`config.mk`:
```
export PLATFORM = sky130hd
export DESIGN_NAME = lsu_mu_flat
export DESIGN_NICKNAME = d
export VERILOG_FILES = /design/src/verilog/lsu_pkg.sv /design/src/verilog/dbus_if.sv /design/src/verilog/lsu_mu.sv /design/src/flat_wrapper.sv
export VERILOG_INCLUDE_DIRS = /design/src /design/src/verilog
export SDC_FILE = /design/constraint.sdc
export NUM_CORES = 1
export LEC_CHECK = 0
export ABC_AREA = 1
export BUFFER_PORTS_ARGS = -buffer_cell sky130_fd_sc_hd__buf_4
export CORE_ASPECT_RATIO = 1.75
export CORE_MARGIN = 5
export CORE_UTILIZATION = 49
export CTS_CLUSTER_SIZE = 20
export DETAILED_ROUTE_END_ITERATION = 7
export PLACE_DENSITY = 0.81
export SETUP_SLACK_MARGIN = 0.15
export SYNTH_ARGS = -nofsm -noshare
export SYNTH_HDL_FRONTEND = slang
export SYNTH_SLANG_ARGS = --single-unit
```
`constraint.sdc`:
```
create_clock -name clk -period 4.5 [get_ports clk]
set_input_delay 0.45 -clock clk [delete_from_list [all_inputs] [get_ports clk]]
set_output_delay 0.45 -clock clk [all_outputs]
set_load 0.01 [all_outputs]
```
`src/verilog/lsu_params.svh`:
```
// Width, memory map and exception vector macros for the load/store path, included by RTL and testbench
`ifndef LSU_PARAMS_SVH
`define LSU_PARAMS_SVH

// Data and address widths
`define LSU_DW 32
`define LSU_AW 32

// On-chip word memory depth, 4 KiB mapped
`define LSU_MEM_WORDS 1024

// First unmapped byte address
// Anything at or above it misses the TLB
`define LSU_MAPPED_LIMIT 32'h0000_1000

// Start of the read-only window, which runs up to the mapped limit
`define LSU_RO_BASE 32'h0000_0C00

// Exception vectors, byte addresses
`define LSU_VECT_DW 8
`define LSU_VECT_TLB_MISS 8'h10
`define LSU_VECT_PAGE_FAULT 8'h14
`define LSU_VECT_ALIGN 8'h18

`endif

```
`src/verilog/lsu_pkg.sv`:
```
// Shared access-size and exception types plus result-code helpers for the load/store RTL and testbench
`include "lsu_params.svh"

package lsu_pkg;

   // Access size, same encoding as the execute stage
   typedef enum logic [2:0] {
      size_byte = 3'd1,
      size_half = 3'd2,
      size_word = 3'd3
   } size_e;

   // Exception reported with a result
   typedef enum logic [1:0] {
      exc_none,
      exc_tlb_miss,
      exc_page_fault,
      exc_misalign
   } exc_e;

   // Fault code carried back on the data bus
   typedef enum logic [1:0] {
      dbus_exc_none,
      dbus_exc_tlb_miss,
      dbus_exc_page_fault
   } dbus_exc_e;

   // Vector of an exception as a word target, zero when there is none
   function automatic logic [`LSU_AW-3:0] exc_target(exc_e exc);
      logic [`LSU_VECT_DW-1:0] vect;
      case (exc)
         exc_tlb_miss:   vect = `LSU_VECT_TLB_MISS;
         exc_page_fault: vect = `LSU_VECT_PAGE_FAULT;
         exc_misalign:   vect = `LSU_VECT_ALIGN;
         default:        vect = '0;
      endcase
      return {{(`LSU_AW - `LSU_VECT_DW){1'b0}}, vect[`LSU_VECT_DW-1:2]};
   endfunction

   // Bus fault to result exception
   function automatic exc_e dbus_to_exc(dbus_exc_e fault);
      case (fault)
         dbus_exc_tlb_miss:   return exc_tlb_miss;
         dbus_exc_page_fault: return exc_page_fault;
         default:             return exc_none;
      endcase
   endfunction

endpackage

```
`src/verilog/dbus_if.sv`:
```
// Data-bus command and response channel between memory unit, protection check and bus master
`timescale 1ns/1ns
`include "lsu_params.svh"

interface dbus_if;

   // Command, held stable by the requester until cmd_ready
   logic                    cmd_valid;
   logic                    cmd_ready;
   logic [`LSU_AW-1:0]      cmd_addr;
   logic                    cmd_we;
   logic [`LSU_DW/8-1:0]    cmd_sel;
   logic [`LSU_DW-1:0]      cmd_wdata;

   // Response, one per accepted command, held until rsp_ready
   logic                    rsp_valid;
   logic                    rsp_ready;
   logic [`LSU_DW-1:0]      rsp_rdata;
   lsu_pkg::dbus_exc_e      rsp_fault;

   modport requester (
      output cmd_valid, cmd_addr, cmd_we, cmd_sel, cmd_wdata,
      input  cmd_ready,
      input  rsp_valid, rsp_rdata, rsp_fault,
      output rsp_ready
   );

   modport responder (
      input  cmd_valid, cmd_addr, cmd_we, cmd_sel, cmd_wdata,
      output cmd_ready,
      output rsp_valid, rsp_rdata, rsp_fault,
      input  rsp_ready
   );

endinterface

```
`src/verilog/lsu_mu.sv`:
```
// Memory unit that turns one execute-stage load or store into a data-bus access and a formatted result
`timescale 1ns/1ns
`include "lsu_params.svh"

module lsu_mu (
   input  logic                  clk,
   input  logic                  arst_n,
   // Operation from execute
   input  logic                  op_valid,
   output logic                  op_ready,
   input  logic                  op_load,
   input  logic                  op_store,
   input  logic                  op_sign_ext,
   input  lsu_pkg::size_e        op_size,
   input  logic [`LSU_AW-1:0]    op_base,
   input  logic [`LSU_AW-1:0]    op_offset,
   input  logic [`LSU_DW-1:0]    op_wdata,
   // Result towards writeback
   output logic                  res_valid,
   input  logic                  res_ready,
   output lsu_pkg::exc_e         res_exc,
   output logic [`LSU_AW-3:0]    res_tgt,
   output logic [`LSU_AW-1:0]    res_lsa,
   output logic [`LSU_DW-1:0]    res_rdata,
   // Data bus
   dbus_if.requester             bus
);

   typedef enum logic {st_idle, st_bus} state_e;

   state_e                state;
   logic                  cmd_pend;
   logic                  op_hs;
   logic                  rsp_hs;
   logic                  res_hs;
   logic [`LSU_AW-1:0]    ea;
   logic                  misalign;
   // Operation captured at the handshake
   logic [`LSU_AW-1:0]    lsa_r;
   lsu_pkg::size_e        size_r;
   logic                  sign_r;
   logic                  store_r;
   logic [`LSU_DW-1:0]    data_r;
   lsu_pkg::exc_e         exc_r;
   logic [`LSU_DW-1:0]    rdata_r;
   // Lane steering
   logic [`LSU_DW/8-1:0]  sel;
   logic [`LSU_DW-1:0]    lanes;
   logic [7:0]            ld_byte;
   logic [15:0]           ld_half;
   logic [`LSU_DW-1:0]    ld_fmt;

   assign op_hs  = op_valid & op_ready;
   assign rsp_hs = bus.rsp_valid & bus.rsp_ready;
   assign res_hs = res_valid & res_ready;

   // Idle and no result waiting
   assign op_ready = (state == st_idle) & ~res_valid;

   // Effective address and alignment check on the incoming op
   assign ea = op_base + op_offset;
   assign misalign = ((op_size == lsu_pkg::size_word) & (|ea[1:0])) |
                     ((op_size == lsu_pkg::size_half) & ea[0]);

   // Byte enables and store data by size and address
   always_comb begin
      case (size_r)
         lsu_pkg::size_byte: begin
            sel   = 4'b0001 << lsa_r[1:0];
            lanes = {4{data_r[7:0]}};
         end
         lsu_pkg::size_half: begin
            sel   = lsa_r[1] ? 4'b1100 : 4'b0011;
            lanes = {2{data_r[15:0]}};
         end
         default: begin
            sel   = 4'b1111;
            lanes = data_r;
         end
      endcase
   end

   // Pick the addressed lane from load data and extend it
   always_comb begin
      case (lsa_r[1:0])
         2'd0:    ld_byte = bus.rsp_rdata[7:0];
         2'd1:    ld_byte = bus.rsp_rdata[15:8];
         2'd2:    ld_byte = bus.rsp_rdata[23:16];
         default: ld_byte = bus.rsp_rdata[31:24];
      endcase
      ld_half = lsa_r[1] ? bus.rsp_rdata[31:16] : bus.rsp_rdata[15:0];
      case (size_r)
         lsu_pkg::size_byte: ld_fmt = {{24{sign_r & ld_byte[7]}}, ld_byte};
         lsu_pkg::size_half: ld_fmt = {{16{sign_r & ld_half[15]}}, ld_half};
         default:            ld_fmt = bus.rsp_rdata;
      endcase
   end

   // Pending FSM and result valid
   always_ff @(posedge clk or negedge arst_n) begin
      if (!arst_n) begin
         state     <= st_idle;
         cmd_pend  <= 1'b0;
         res_valid <= 1'b0;
         exc_r     <= lsu_pkg::exc_none;
      end else begin
         if (res_hs) begin
            res_valid <= 1'b0;
         end
         if (op_hs) begin
            if (misalign) begin
               // Answered at once, no bus access
               res_valid <= 1'b1;
               exc_r     <= lsu_pkg::exc_misalign;
            end else begin
               state    <= st_bus;
               cmd_pend <= 1'b1;
            end
         end
         if (bus.cmd_valid && bus.cmd_ready) begin
            cmd_pend <= 1'b0;
         end
         if (rsp_hs) begin
            state     <= st_idle;
            res_valid <= 1'b1;
            exc_r     <= lsu_pkg::dbus_to_exc(bus.rsp_fault);
         end
      end
   end

   always_ff @(posedge clk) begin
      if (op_hs) begin
         lsa_r   <= ea;
         size_r  <= op_size;
         sign_r  <= op_sign_ext;
         store_r <= op_store;
         data_r  <= op_wdata;
      end
      if (op_hs && misalign) begin
         rdata_r <= '0;
      end
      // Load data only for a fault-free load
      if (rsp_hs) begin
         rdata_r <= (store_r || (bus.rsp_fault != lsu_pkg::dbus_exc_none)) ? '0 : ld_fmt;
      end
   end

   // Command from the captured op, stable for the whole access
   assign bus.cmd_valid = cmd_pend;
   assign bus.cmd_addr  = {lsa_r[`LSU_AW-1:2], 2'b00};
   assign bus.cmd_we    = store_r;
   assign bus.cmd_sel   = sel;
   assign bus.cmd_wdata = lanes;
   assign bus.rsp_ready = (state == st_bus) & ~cmd_pend;

   assign res_exc   = exc_r;
   assign res_tgt   = lsu_pkg::exc_target(exc_r);
   assign res_lsa   = lsa_r;
   assign res_rdata = rdata_r;

   a_op_dir: assert property (@(posedge clk) disable iff (!arst_n)
      op_hs |-> !(op_load && op_store));

   // Command held until the downstream side takes it
   a_cmd_stable: assert property (@(posedge clk) disable iff (!arst_n)
      (bus.cmd_valid && !bus.cmd_ready) |=>
      (bus.cmd_valid && $stable({bus.cmd_addr, bus.cmd_we, bus.cmd_sel, bus.cmd_wdata})));

endmodule

```
`src/flat_wrapper.sv`:
```
// flat-port wrapper written by rule: the top's interface ports become plain ports
module lsu_mu_flat 
  (clk, arst_n, op_valid, op_ready, op_load, op_store, op_sign_ext, op_size, op_base, op_offset, op_wdata, res_valid, res_ready, res_exc, res_tgt, res_lsa, res_rdata, bus_cmd_valid, bus_cmd_addr, bus_cmd_we, bus_cmd_sel, bus_cmd_wdata, bus_cmd_ready, bus_rsp_valid, bus_rsp_rdata, bus_rsp_fault, bus_rsp_ready);
  dbus_if bus_i ();
  input  logic clk;
  input  logic arst_n;
  input  logic op_valid;
  output logic op_ready;
  input  logic op_load;
  input  logic op_store;
  input  logic op_sign_ext;
  input  lsu_pkg::size_e op_size;
  input  logic [`LSU_AW-1:0] op_base;
  input  logic [`LSU_AW-1:0] op_offset;
  input  logic [`LSU_DW-1:0] op_wdata;
  output logic res_valid;
  input  logic res_ready;
  output lsu_pkg::exc_e res_exc;
  output logic [`LSU_AW-3:0] res_tgt;
  output logic [`LSU_AW-1:0] res_lsa;
  output logic [`LSU_DW-1:0] res_rdata;
  output wire logic [$bits(bus_i.cmd_valid)-1:0] bus_cmd_valid;
  output wire logic [$bits(bus_i.cmd_addr)-1:0] bus_cmd_addr;
  output wire logic [$bits(bus_i.cmd_we)-1:0] bus_cmd_we;
  output wire logic [$bits(bus_i.cmd_sel)-1:0] bus_cmd_sel;
  output wire logic [$bits(bus_i.cmd_wdata)-1:0] bus_cmd_wdata;
  input wire logic [$bits(bus_i.cmd_ready)-1:0] bus_cmd_ready;
  input wire logic [$bits(bus_i.rsp_valid)-1:0] bus_rsp_valid;
  input wire logic [$bits(bus_i.rsp_rdata)-1:0] bus_rsp_rdata;
  input wire logic [$bits(bus_i.rsp_fault)-1:0] bus_rsp_fault;
  output wire logic [$bits(bus_i.rsp_ready)-1:0] bus_rsp_ready;
  assign bus_cmd_valid = bus_i.cmd_valid;
  assign bus_cmd_addr = bus_i.cmd_addr;
  assign bus_cmd_we = bus_i.cmd_we;
  assign bus_cmd_sel = bus_i.cmd_sel;
  assign bus_cmd_wdata = bus_i.cmd_wdata;
  assign bus_i.cmd_ready = bus_cmd_ready;
  assign bus_i.rsp_valid = bus_rsp_valid;
  assign bus_i.rsp_rdata = bus_rsp_rdata;
  assign bus_i.rsp_fault = bus_rsp_fault;
  assign bus_rsp_ready = bus_i.rsp_ready;
  lsu_mu u_core (.clk(clk), .arst_n(arst_n), .op_valid(op_valid), .op_ready(op_ready), .op_load(op_load), .op_store(op_store), .op_sign_ext(op_sign_ext), .op_size(op_size), .op_base(op_base), .op_offset(op_offset), .op_wdata(op_wdata), .res_valid(res_valid), .res_ready(res_ready), .res_exc(res_exc), .res_tgt(res_tgt), .res_lsa(res_lsa), .res_rdata(res_rdata), .bus(bus_i));
endmodule
```
==> impl_metrics.ini, run 1 <==
[run_status]
status = complete, no violations

[yosys]
ys_seq_area_share_pct = 42.0
synth_largest_area_cell = edfxtp_1
synth-edff-count = 101
synth-main-ff-cell = edfxtp_1
ys_types = 37
async_flop_share_pct = 4.72
ys_seq_elements = 106
synth_area_leaders = edfxtp_1 40%, nand2_1 20%, inv_1 9.4%, buf_4 6.8%, ha_1 5.2%
ys_warn_count = 0
netlist.area_leader.share_pct = 40.4
mappedNetlistArea_um2 = 7510
synthCells = 1017
syn_area_per_cell_um2 = 7.39

[cts]
htree_levels = 3
clk_path_buf_depth = 2
numCtsBuffers = 9
insertion_delay_ps = 350
clock-root-buffer = clkbuf_16
postCtsSetupBuffers = 0
clock_sink_count = 106
cts_tree = built
clkTransAtPathRegs_ps = 80

[critical_path]
cp.arrival_ps = 2590
timing.rr.start = u_core.size_r[0]$_DFFE_PP_
rr_endpoint = u_core.res_rdata[0]$_SDFFCE_PP0P_
end_kind = primary output
reg2regPathDepth = 9
critPathLaunchType = register
required_ps = 4050
reg2reg_slack_ps = 2050
cp_max_fo = 17
critPathKind = reg2out

[drt]
wl_um = 23400
wl_per_cell_um = 16.1
drt_first_pass_iters = 4
dr_total_vias = 7229
viasPerCell = 4.99
postRouteAntennaNets = 0
drc = 0
drtIter0Drc = 348

[hold_path]
holdPathStages = 1
whs_endpoint = u_core.data_r[23]$_DFFE_PP_
hp-class = in2reg
hold_path.startpoint = op_wdata[23]

[grt]
overflow = 0
grt_max_degree = 70
grt_pass1_vias = 7194
grt_pass1_wl_um = 36300
track_usage_pct = 25.2
antenna_found_initial = 0

[power_and_ir_drop]
ir_drop_uv = 260
p_per_area_nw_per_um2 = 408
p_clk_share_pct = 22.0
switching_share_pct = 36.0
seqPwrFrac_pct = 37.9
p_comb_share_pct = 40.1
total_leakage_power_nw = 5.42
p_switching_w = 0.00143
intPower_w = 0.00254

[timing]
slew_headroom_pct = 33.2
slew_viol_final = 0
rsz0062_at_grt = no
fin_skew_ps = 9.04
hold_slack_ps = 274
worst_pin_slew_ps = 1000
clock.fmax_ghz = 0.329
hold_viol = 0
tns_ps = 0
period_share_pct = 67.5
post-route-min-period_ps = 3040
setup_violations = 0

[placed_design]
io_buffer_count = 280
hpwlAfterDp_um = 19100
routabilityCongestion = 0.965

[final_layout]
antenna_cells = 0
drive_gt1_share_pct = 24.8
final_common_cell = nand2_1
nets = 1433
layout_common_cells = 396 x nand2_1, 284 x buf_4, 188 x inv_1
synthToLayoutAreaGrowth_pct = 29.5

[die]
design.die.area_um2 = 18000
rows = 60
ios = 311
die_w_um = 104
core_um2 = 15200
die_height_um = 174
start_util_pct = 49.3

[flow_run]
drv_cap = 0
==> synthesized netlist by cell type (all sizes together), types with 3 or more instances <==
cell and instances:
nand2 397, inv 192, edfxtp 101, buf 80, nand3 52, nor2 51
ha 31, a21oi 27, o21ai 23, xor2 15, nand4 12, o211ai 7
nor3 6, dfrtp 5, o22ai 3
==> how the worst max path moves through the flow <==
stage / start / end / slack [ps] / cells after the start
2_1_floorplan: u_core.res_valid$_DFF_PN0_ / u_core.res_rdata[0]$_SDFFCE_PP0P_ / 970 / 5
3_3_place_gp: op_base[0] / u_core.res_rdata[2]$_SDFFCE_PP0P_ / 1600 / 8
3_5_place_dp: op_base[0] / u_core.res_rdata[2]$_SDFFCE_PP0P_ / 1570 / 8
4_1_cts: u_core.size_r[0]$_DFFE_PP_ / bus_cmd_sel[0] / 1450 / 8
5_1_grt: u_core.size_r[0]$_DFFE_PP_ / bus_cmd_sel[0] / 1270 / 8
6_report: u_core.size_r[0]$_DFFE_PP_ / bus_cmd_sel[0] / 1460 / 8
==> per-layer routing <==
layer / up-vias / share of wire (%) / track usage [%]
met5: - / 0 / 0
met4: 0 / 4.4 / 11.2
met3: 65 / 7.2 / 5.70
met2: 332 / 56 / 49.0
met1: 3271 / 33 / 24.6
li1: 3561 / - / -
==> stage by stage <==
step                      cell area (um2)  std cells  total power [W]  worst slack [ps]  utilization (%)
after detailed placement             9390       1433          0.00312              1570             61.6
after global routing                 9730       1450          0.00419              1270             63.8
after global placement               9390       1433          0.00309              1600             61.6
after CTS                            9730       1450          0.00400              1450             63.8
final                                9730       1450          0.00397              1460             63.8
after floorplan                      7620       1045          0.00239               968                -
==> flip-flops by register name, indices dropped and copies added (netlist names) <==
signal / count
u_core.data_r: 32
u_core.state: 1
u_core.res_lsa: 32
u_core.res_valid: 1
u_core.res_rdata: 32
u_core.bus.cmd_we: 1
u_core.bus.cmd_valid: 1
u_core.sign_r: 1
u_core.size_r: 3
u_core.res_exc: 2
==> area by class of cell <==
type | count | area, um2
repair buffers | 285 | 2140
well taps | 186 | 233
flip-flops and latches | 106 | 3160
multi-input cells | 665 | 3150
clock inverters | 7 | 98.8
fillers | 1388 | 5510
inverters | 192 | 721
clock buffers | 9 | 225
==> power groups by stage <==
stage	clock network [W]	logic (W)	registers [W]
6_report	0.000875	0.00159	0.00150
5_1_grt	0.000934	0.00173	0.00153
4_1_cts	0.000893	0.00160	0.00151
3_5_place_dp	0	0.00160	0.00152
3_3_place_gp	0	0.00157	0.00152
2_1_floorplan	0	0.000827	0.00157
==> logic make-up after synthesis <==
| group | after synthesis | synth area share, % |
|---|---|---|
| xor+xnor | 16 | 1.87 |
| mux | 1 | 0.133 |
| simple gates | 521 | 28.0 |
| flops | 106 | 42.0 |
| other cells | 1 | 0.0499 |
| compound gates | 66 | 5.08 |
| buf+inv | 274 | 17.4 |
| fa+ha+maj | 32 | 5.43 |
==> critical path, cell delays in order, from the launching register on <==
cell and delay [ps]:
edfxtp_1 380, nor2_1 110, nand2_1 310, nand2_1 330, buf_4 310, nand2_1 350, inv_1 160, o21ai_0 110
buf_4 170
==> timing repair <==
item / 4_1_cts / 5_1_grt
endpoints found under the hold margin: 5 / 0
hold buffers: 1 / 0
gates resized for setup: 0 / 0
Note: power is estimated with default switching activity, not from simulation.
==> run 2, diff against run 1 <==
--- a/config.mk
+++ b/config.mk
@@ -6,14 +6,14 @@
 export SDC_FILE = /design/constraint.sdc
 export NUM_CORES = 1
 export LEC_CHECK = 0
-export ABC_AREA = 1
+export ABC_AREA = 0
 export BUFFER_PORTS_ARGS = -buffer_cell sky130_fd_sc_hd__buf_4
 export CORE_ASPECT_RATIO = 1.75
 export CORE_MARGIN = 5
-export CORE_UTILIZATION = 49
+export CORE_UTILIZATION = 43
 export CTS_CLUSTER_SIZE = 20
 export DETAILED_ROUTE_END_ITERATION = 7
-export PLACE_DENSITY = 0.81
+export PLACE_DENSITY = 0.78
 export SETUP_SLACK_MARGIN = 0.15
 export SYNTH_ARGS = -nofsm -noshare
 export SYNTH_HDL_FRONTEND = slang
==> constraint.sdc (replaced) <==
create_clock -name clk -period 2.6 [get_ports clk]
set_input_delay 0.26 -clock clk [delete_from_list [all_inputs] [get_ports clk]]
set_output_delay 0.26 -clock clk [all_outputs]
set_load 0.01 [all_outputs]
==> run 2 against run 1 <==
Against the previous run: sequential share of layout area up 2.6 points; synthesized cell count down 36%; die area up 0.84%; power up 71%; core utilization down 5.1 points; sequential power up 74%; area after synthesis down 11%; register-to-register slack worse by 1500 ps; critical path depth up 2; non-clock buffer count up 19; critical endpoint is now u_core.res_lsa[26]$_DFFE_PP_; highest routed layer unchanged.
==> impl_metrics.ini, run 2 <==
[timing]
hold_slack_ps = 87.6
period_share_pct = 88.7
worst_pin_slew_ps = 543
setup_violations = 0
post-route-min-period_ps = 2310
clock.fmax_ghz = 0.433
slew_headroom_pct = 63.7
hold_viol = 0
rsz0062_at_grt = no
slew_viol_final = 0
fin_skew_ps = 11.6

[power_and_ir_drop]
p_per_area_nw_per_um2 = 752
finalPower_w = 0.00677
ir_drop_uv = 315
total_leakage_power_nw = 3.99

[cts]
numCtsBuffers = 9
clock-root-buffer = clkbuf_16
clkTransAtPathRegs_ps = 80
htree_levels = 3
clk_path_buf_depth = 2
clock_sink_count = 106
insertion_delay_ps = 340
cts_tree = built

[critical_path]
critPathLaunchType = input pin
cp_max_fo = 3
reg2regPathDepth = 5
timing.rr.start = u_core.res_lsa[1]$_DFFE_PP_
path_buf_inv = 1
critPathKind = in2reg
cp.arrival_ps = 2400
required_ps = 2700
slowest_stage = fa_1
crit_chain = buf_4 > ha_1 > fa_1 > a21o_2 > a221oi_4 > o2bb2ai_2 > a41o_2 > a41oi_4 > o21ai_2 > xor2_1
rr_endpoint = u_core.res_rdata[19]$_SDFFCE_PP0P_
crit_family = compound AO/OA/AOI/OAI gates
max_stage_delay_ps = 400
end_kind = register
reg2reg_slack_ps = 550

[grt]
grt_pass1_wl_um = 30900
gr-usage-met3_pct = 5.65
grt.met2_usage_pct = 40.1
busiest_layer = met2
track_usage_pct = 21.3
met1_usage_pct = 22.4
antenna_found_initial = 0
overflow = 0
grt_max_degree = 71
grt_pass1_vias = 5873

[hold_path]
holdPathStages = 2
hp-class = in2reg
hold_path.startpoint = bus_cmd_ready
whs_endpoint = u_core.bus.cmd_valid$_DFFE_PN0P_

[run_status]
status = complete, no violations

[final_layout]
antenna_cells = 0
synthToLayoutAreaGrowth_pct = 35.3
fillerInstances = 1380
stdcell_area_um2 = 9000
final_common_cell = buf_4
layout_common_cells = 301 x buf_4, 130 x nand2_1, 101 x edfxtp_1
drive_gt1_share_pct = 39.2
nets = 1069

[yosys]
ys_types = 58
mappedNetlistArea_um2 = 6650
async_flop_share_pct = 4.72
syn_area_per_cell_um2 = 10.3
synth_area_leaders = edfxtp_1 46%, buf_4 8.1%, nand2_1 7.4%, ha_1 5.8%, a21oi_1 4.1%
synth.most_common_cell = nand2_1
synth_common_cells = 131 x nand2_1, 101 x edfxtp_1, 72 x buf_4
ys_seq_area_share_pct = 47.5
synth-main-ff-cell = edfxtp_1
synth_largest_area_cell = edfxtp_1
synthCells = 649
netlist.area_leader.share_pct = 45.6
synth-edff-count = 101
ys_seq_elements = 106
ys_warn_count = 0

[drt]
dr_total_vias = 5801
drt_first_pass_iters = 5
viasPerCell = 5.34
drc = 0
postRouteAntennaNets = 0
wl_um = 20200
drtIter0Drc = 266
wl_per_cell_um = 18.6

[die]
die_height_um = 175
design.die.area_um2 = 18200
die_w_um = 104
rows = 60
core_um2 = 15300
start_util_pct = 43.4
ios = 311

[flow_run]
drv_cap = 0

[placed_design]
hpwlAfterDp_um = 16300
routabilityCongestion = 0.988
io_buffer_count = 280
dpl_cell_area_um2 = 8650
-- run 2: changes by cell type after synthesis, sizes merged, moves of 8 or more --
cell / change
clkbuf: +17
nand3: -28
nand2: -266
a21oi: +29
inv: -186
a21o: +14
xnor2: +16
a31oi: +8
nor2: -21
mux4: +8
-- run 2: report_power, final --
group          switching [W]  internal (W)  leakage, nW
Sequential          0.000218       0.00239         1.01
Clock               0.000641      0.000865        0.164
Combinational        0.00142       0.00124         2.82
-- run 2: how the worst max path moves through the flow --
stage	from	endpoint	slack [ps]	cells after the start
3_5_place_dp	op_base[0]	u_core.res_lsa[26]$_DFFE_PP_	-70	10
6_report	op_base[0]	u_core.res_lsa[26]$_DFFE_PP_	290	10
2_1_floorplan	op_base[0]	u_core.res_lsa[26]$_DFFE_PP_	160	9
4_1_cts	u_core.size_r[1]$_DFFE_PP_	bus_cmd_wdata[18]	200	5
5_1_grt	op_base[0]	u_core.res_lsa[30]$_DFFE_PP_	220	10
3_3_place_gp	op_base[0]	u_core.res_lsa[26]$_DFFE_PP_	-70	10
-- run 2: what timing repair did --
action	in CTS	in global routing
hold buffers	1	0
hold endpoints to repair	5	0
setup buffers	0	0
endpoints found under the setup margin	0	3
gates resized for setup	0	1
-- run 2: layout make-up --
type	instances	area (um2)	share of cell area, %
well taps	186	233	2.59
clock inverters	7	109	1.21
repair buffers	304	2310	25.7
clock buffers	9	225	2.50
multi-input cells	468	2940	32.7
flip-flops and latches	106	3160	35.1
inverters	6	26.3	0.292
-- run 2: stage by stage --
step	setup TNS (ps)	util [%]	instances	setup WS (ps)
finish	0	58.8	1086	293
global route	0	58.8	1086	220
CTS	0	58.8	1086	203
detailed placement	-155	56.5	1069	-72.7
global placement	-124	56.5	1069	-71.3
floorplan	0	-	677	157
-- run 2: routing by layer --
layer,vias to the layer above,share of wire (%)
met5,-,0
met4,0,2.7
met3,38,8.1
met2,285,56
met1,2728,34
li1,2750,-
-- run 2: cells by family (layout without fill, tap and decap cells) --
kind of cell / after synthesis / after routing / synth area share, %
simple gates: 223 / 223 / 14.6
mux: 10 / 10 / 3.01
other cells: 1 / 29 / 0.0564
flops: 106 / 106 / 47.5
fa+ha+maj: 32 / 32 / 6.13
xor+xnor: 29 / 29 / 3.82
compound gates: 145 / 145 / 14.7
buf+inv: 103 / 326 / 10.3
-- run 2: worst reg2reg max path, stage by stage, from the launching register on --
cell and delay [ps]:
edfxtp_1 380, mux4_2 500, and2_1 200, o21ai_2 360, buf_4 250, a21oi_1 100
==> run 3, diff against run 2 <==
--- a/config.mk
+++ b/config.mk
@@ -13,6 +13,7 @@
 export CORE_UTILIZATION = 43
 export CTS_CLUSTER_SIZE = 20
 export DETAILED_ROUTE_END_ITERATION = 7
+export MAX_ROUTING_LAYER = met4
 export PLACE_DENSITY = 0.78
 export SETUP_SLACK_MARGIN = 0.15
 export SYNTH_ARGS = -nofsm -noshare
==> run 3 against run 2 <==
Against the previous run: fmax down 0.59%; power down 2.3%; clock-buffer cell count unchanged; hold slack better by 1.6 ps; wire length up 1.4%; critical endpoint unchanged; highest routed layer unchanged.
==> impl_metrics.ini, run 3 (same netlist as run 2, synthesis figures left out) <==
[placed_design]
io_buffer_count = 280
routabilityCongestion = 0.973
hpwlAfterDp_um = 16400
dpl_worst_slack_ps = -85.5
dp.cells = 1069

[cts]
clkTransAtPathRegs_ps = 80
insertion_delay_ps = 340
clock-root-buffer = clkbuf_16
clock_sink_count = 106
numCtsBuffers = 9
cts_tree = built
postCtsSetupBuffers = 0
htree_levels = 3
clk_path_buf_depth = 2

[flow_run]
drv_cap = 0

[timing]
hold_viol = 0
worst_pin_slew_ps = 542
period_share_pct = 89.3
tns_ps = 0
slew_headroom_pct = 63.8
fin_skew_ps = 12.7
setup_violations = 0
rsz0062_at_grt = no
slew_viol_final = 0
post-route-min-period_ps = 2320
clock.fmax_ghz = 0.431
layout_setup_ws_ps = 279

[critical_path]
rr_endpoint = u_core.res_rdata[29]$_SDFFCE_PP0P_
critPathKind = in2reg
required_ps = 2690
reg2reg_slack_ps = 550
timing.rr.start = u_core.res_lsa[1]$_DFFE_PP_
reg2regPathDepth = 5
cp.arrival_ps = 2420
cp_max_fo = 3
end_kind = register
critPathLaunchType = input pin

[grt]
grt_pass1_wl_um = 31700
grt_pass1_vias = 5980
overflow = 0
grt_max_degree = 53
track_usage_pct = 22.3
antenna_found_initial = 0

[run_status]
status = complete, no violations

[drt]
drtIter0Drc = 240
dr_total_vias = 5865
wl_um = 20400
postRouteAntennaNets = 0
wl_per_cell_um = 18.8
drc = 0
viasPerCell = 5.40
drt_first_pass_iters = 5

[power_and_ir_drop]
p_per_area_nw_per_um2 = 739
ir_drop_uv = 404
total_leakage_power_nw = 3.97

[hold_path]
whs_endpoint = u_core.bus.cmd_we$_DFFE_PP_
holdPathStages = 1
hold_path.startpoint = op_store
hp-class = in2reg

[die]
rows = 60
die_height_um = 175
ios = 311
start_util_pct = 43.4
core_um2 = 15300
design.die.area_um2 = 18200
die_w_um = 104

[final_layout]
layout_common_cells = 301 x buf_4, 130 x nand2_1, 101 x edfxtp_1
fillerInstances = 1322
antenna_cells = 0
final_util_pct = 58.5
final_common_cell = buf_4
synthToLayoutAreaGrowth_pct = 34.6
fin_cells = 1086
drive_gt1_share_pct = 39.2
nets = 1069
==> run 3: cell types whose count changed in the layout (fill, tap and decap cells not counted), sizes merged <==
cell,change
clkinvlp,+1
bufinv,-2
inv,+1
==> run 3: metrics by stage <==
stage          total power [W]  hold slack (ps)  area, um2
6_report               0.00661             89.2       8950
5_1_grt                0.00697             66.3       8950
3_5_place_dp           0.00534             68.7       8650
2_1_floorplan          0.00408            -35.6       6780
3_3_place_gp           0.00527             69.3       8650
4_1_cts                0.00667             76.8       8950
==> run 3: cell type report <==
cell class / instances / area, um2 / share of cell area (%)
inverter: 6 / 26.3 / 0.293
sequential: 106 / 3160 / 35.3
clock buffer: 9 / 225 / 2.52
clock inverter: 7 / 61.3 / 0.685
multi-input combinational: 468 / 2940 / 32.8
tap: 186 / 233 / 2.60
timing repair buffer: 304 / 2310 / 25.8
==> run 3: how the worst max path moves through the flow <==
stage,startpoint,endpoint,depth (start not counted)
4_1_cts,u_core.size_r[1]$_DFFE_PP_,bus_cmd_wdata[18],5
5_1_grt,op_base[0],u_core.res_lsa[26]$_DFFE_PP_,10
3_3_place_gp,op_base[0],u_core.res_lsa[26]$_DFFE_PP_,10
2_1_floorplan,op_base[0],u_core.res_lsa[26]$_DFFE_PP_,9
6_report,op_base[0],u_core.res_lsa[26]$_DFFE_PP_,10
3_5_place_dp,op_base[0],u_core.res_lsa[26]$_DFFE_PP_,10
==> run 3: repair_timing <==
action	4_1_cts	5_1_grt
resized for setup	0	1
hold endpoints to repair	5	0
endpoints found under the setup margin	0	2
hold buffers	1	0
==> run 3: worst max-delay path, stage by stage <==
cell and delay [ps]:
buf_4 110, ha_1 210, fa_1 400, a21o_2 260, a221oi_4 260, o2bb2ai_2 120
a41o_2 310, a41oi_4 230, o21ai_2 100, xor2_1 140
==> run 3: layer usage <==
metal	vias up	GRT usage, %	routed length, um
met4	0	8.16	609
li1	2751	-	-
met1	2785	23.8	6830
met5	-	-	0
met2	290	40.1	11300
met3	39	4.94	1760
==> run 3: report_power, final <==
| group | internal, W | switching (W) |
|---|---|---|
| sequential | 0.00239 | 0.000218 |
| clock | 0.000672 | 0.000659 |
| combinational | 0.00124 | 0.00143 |
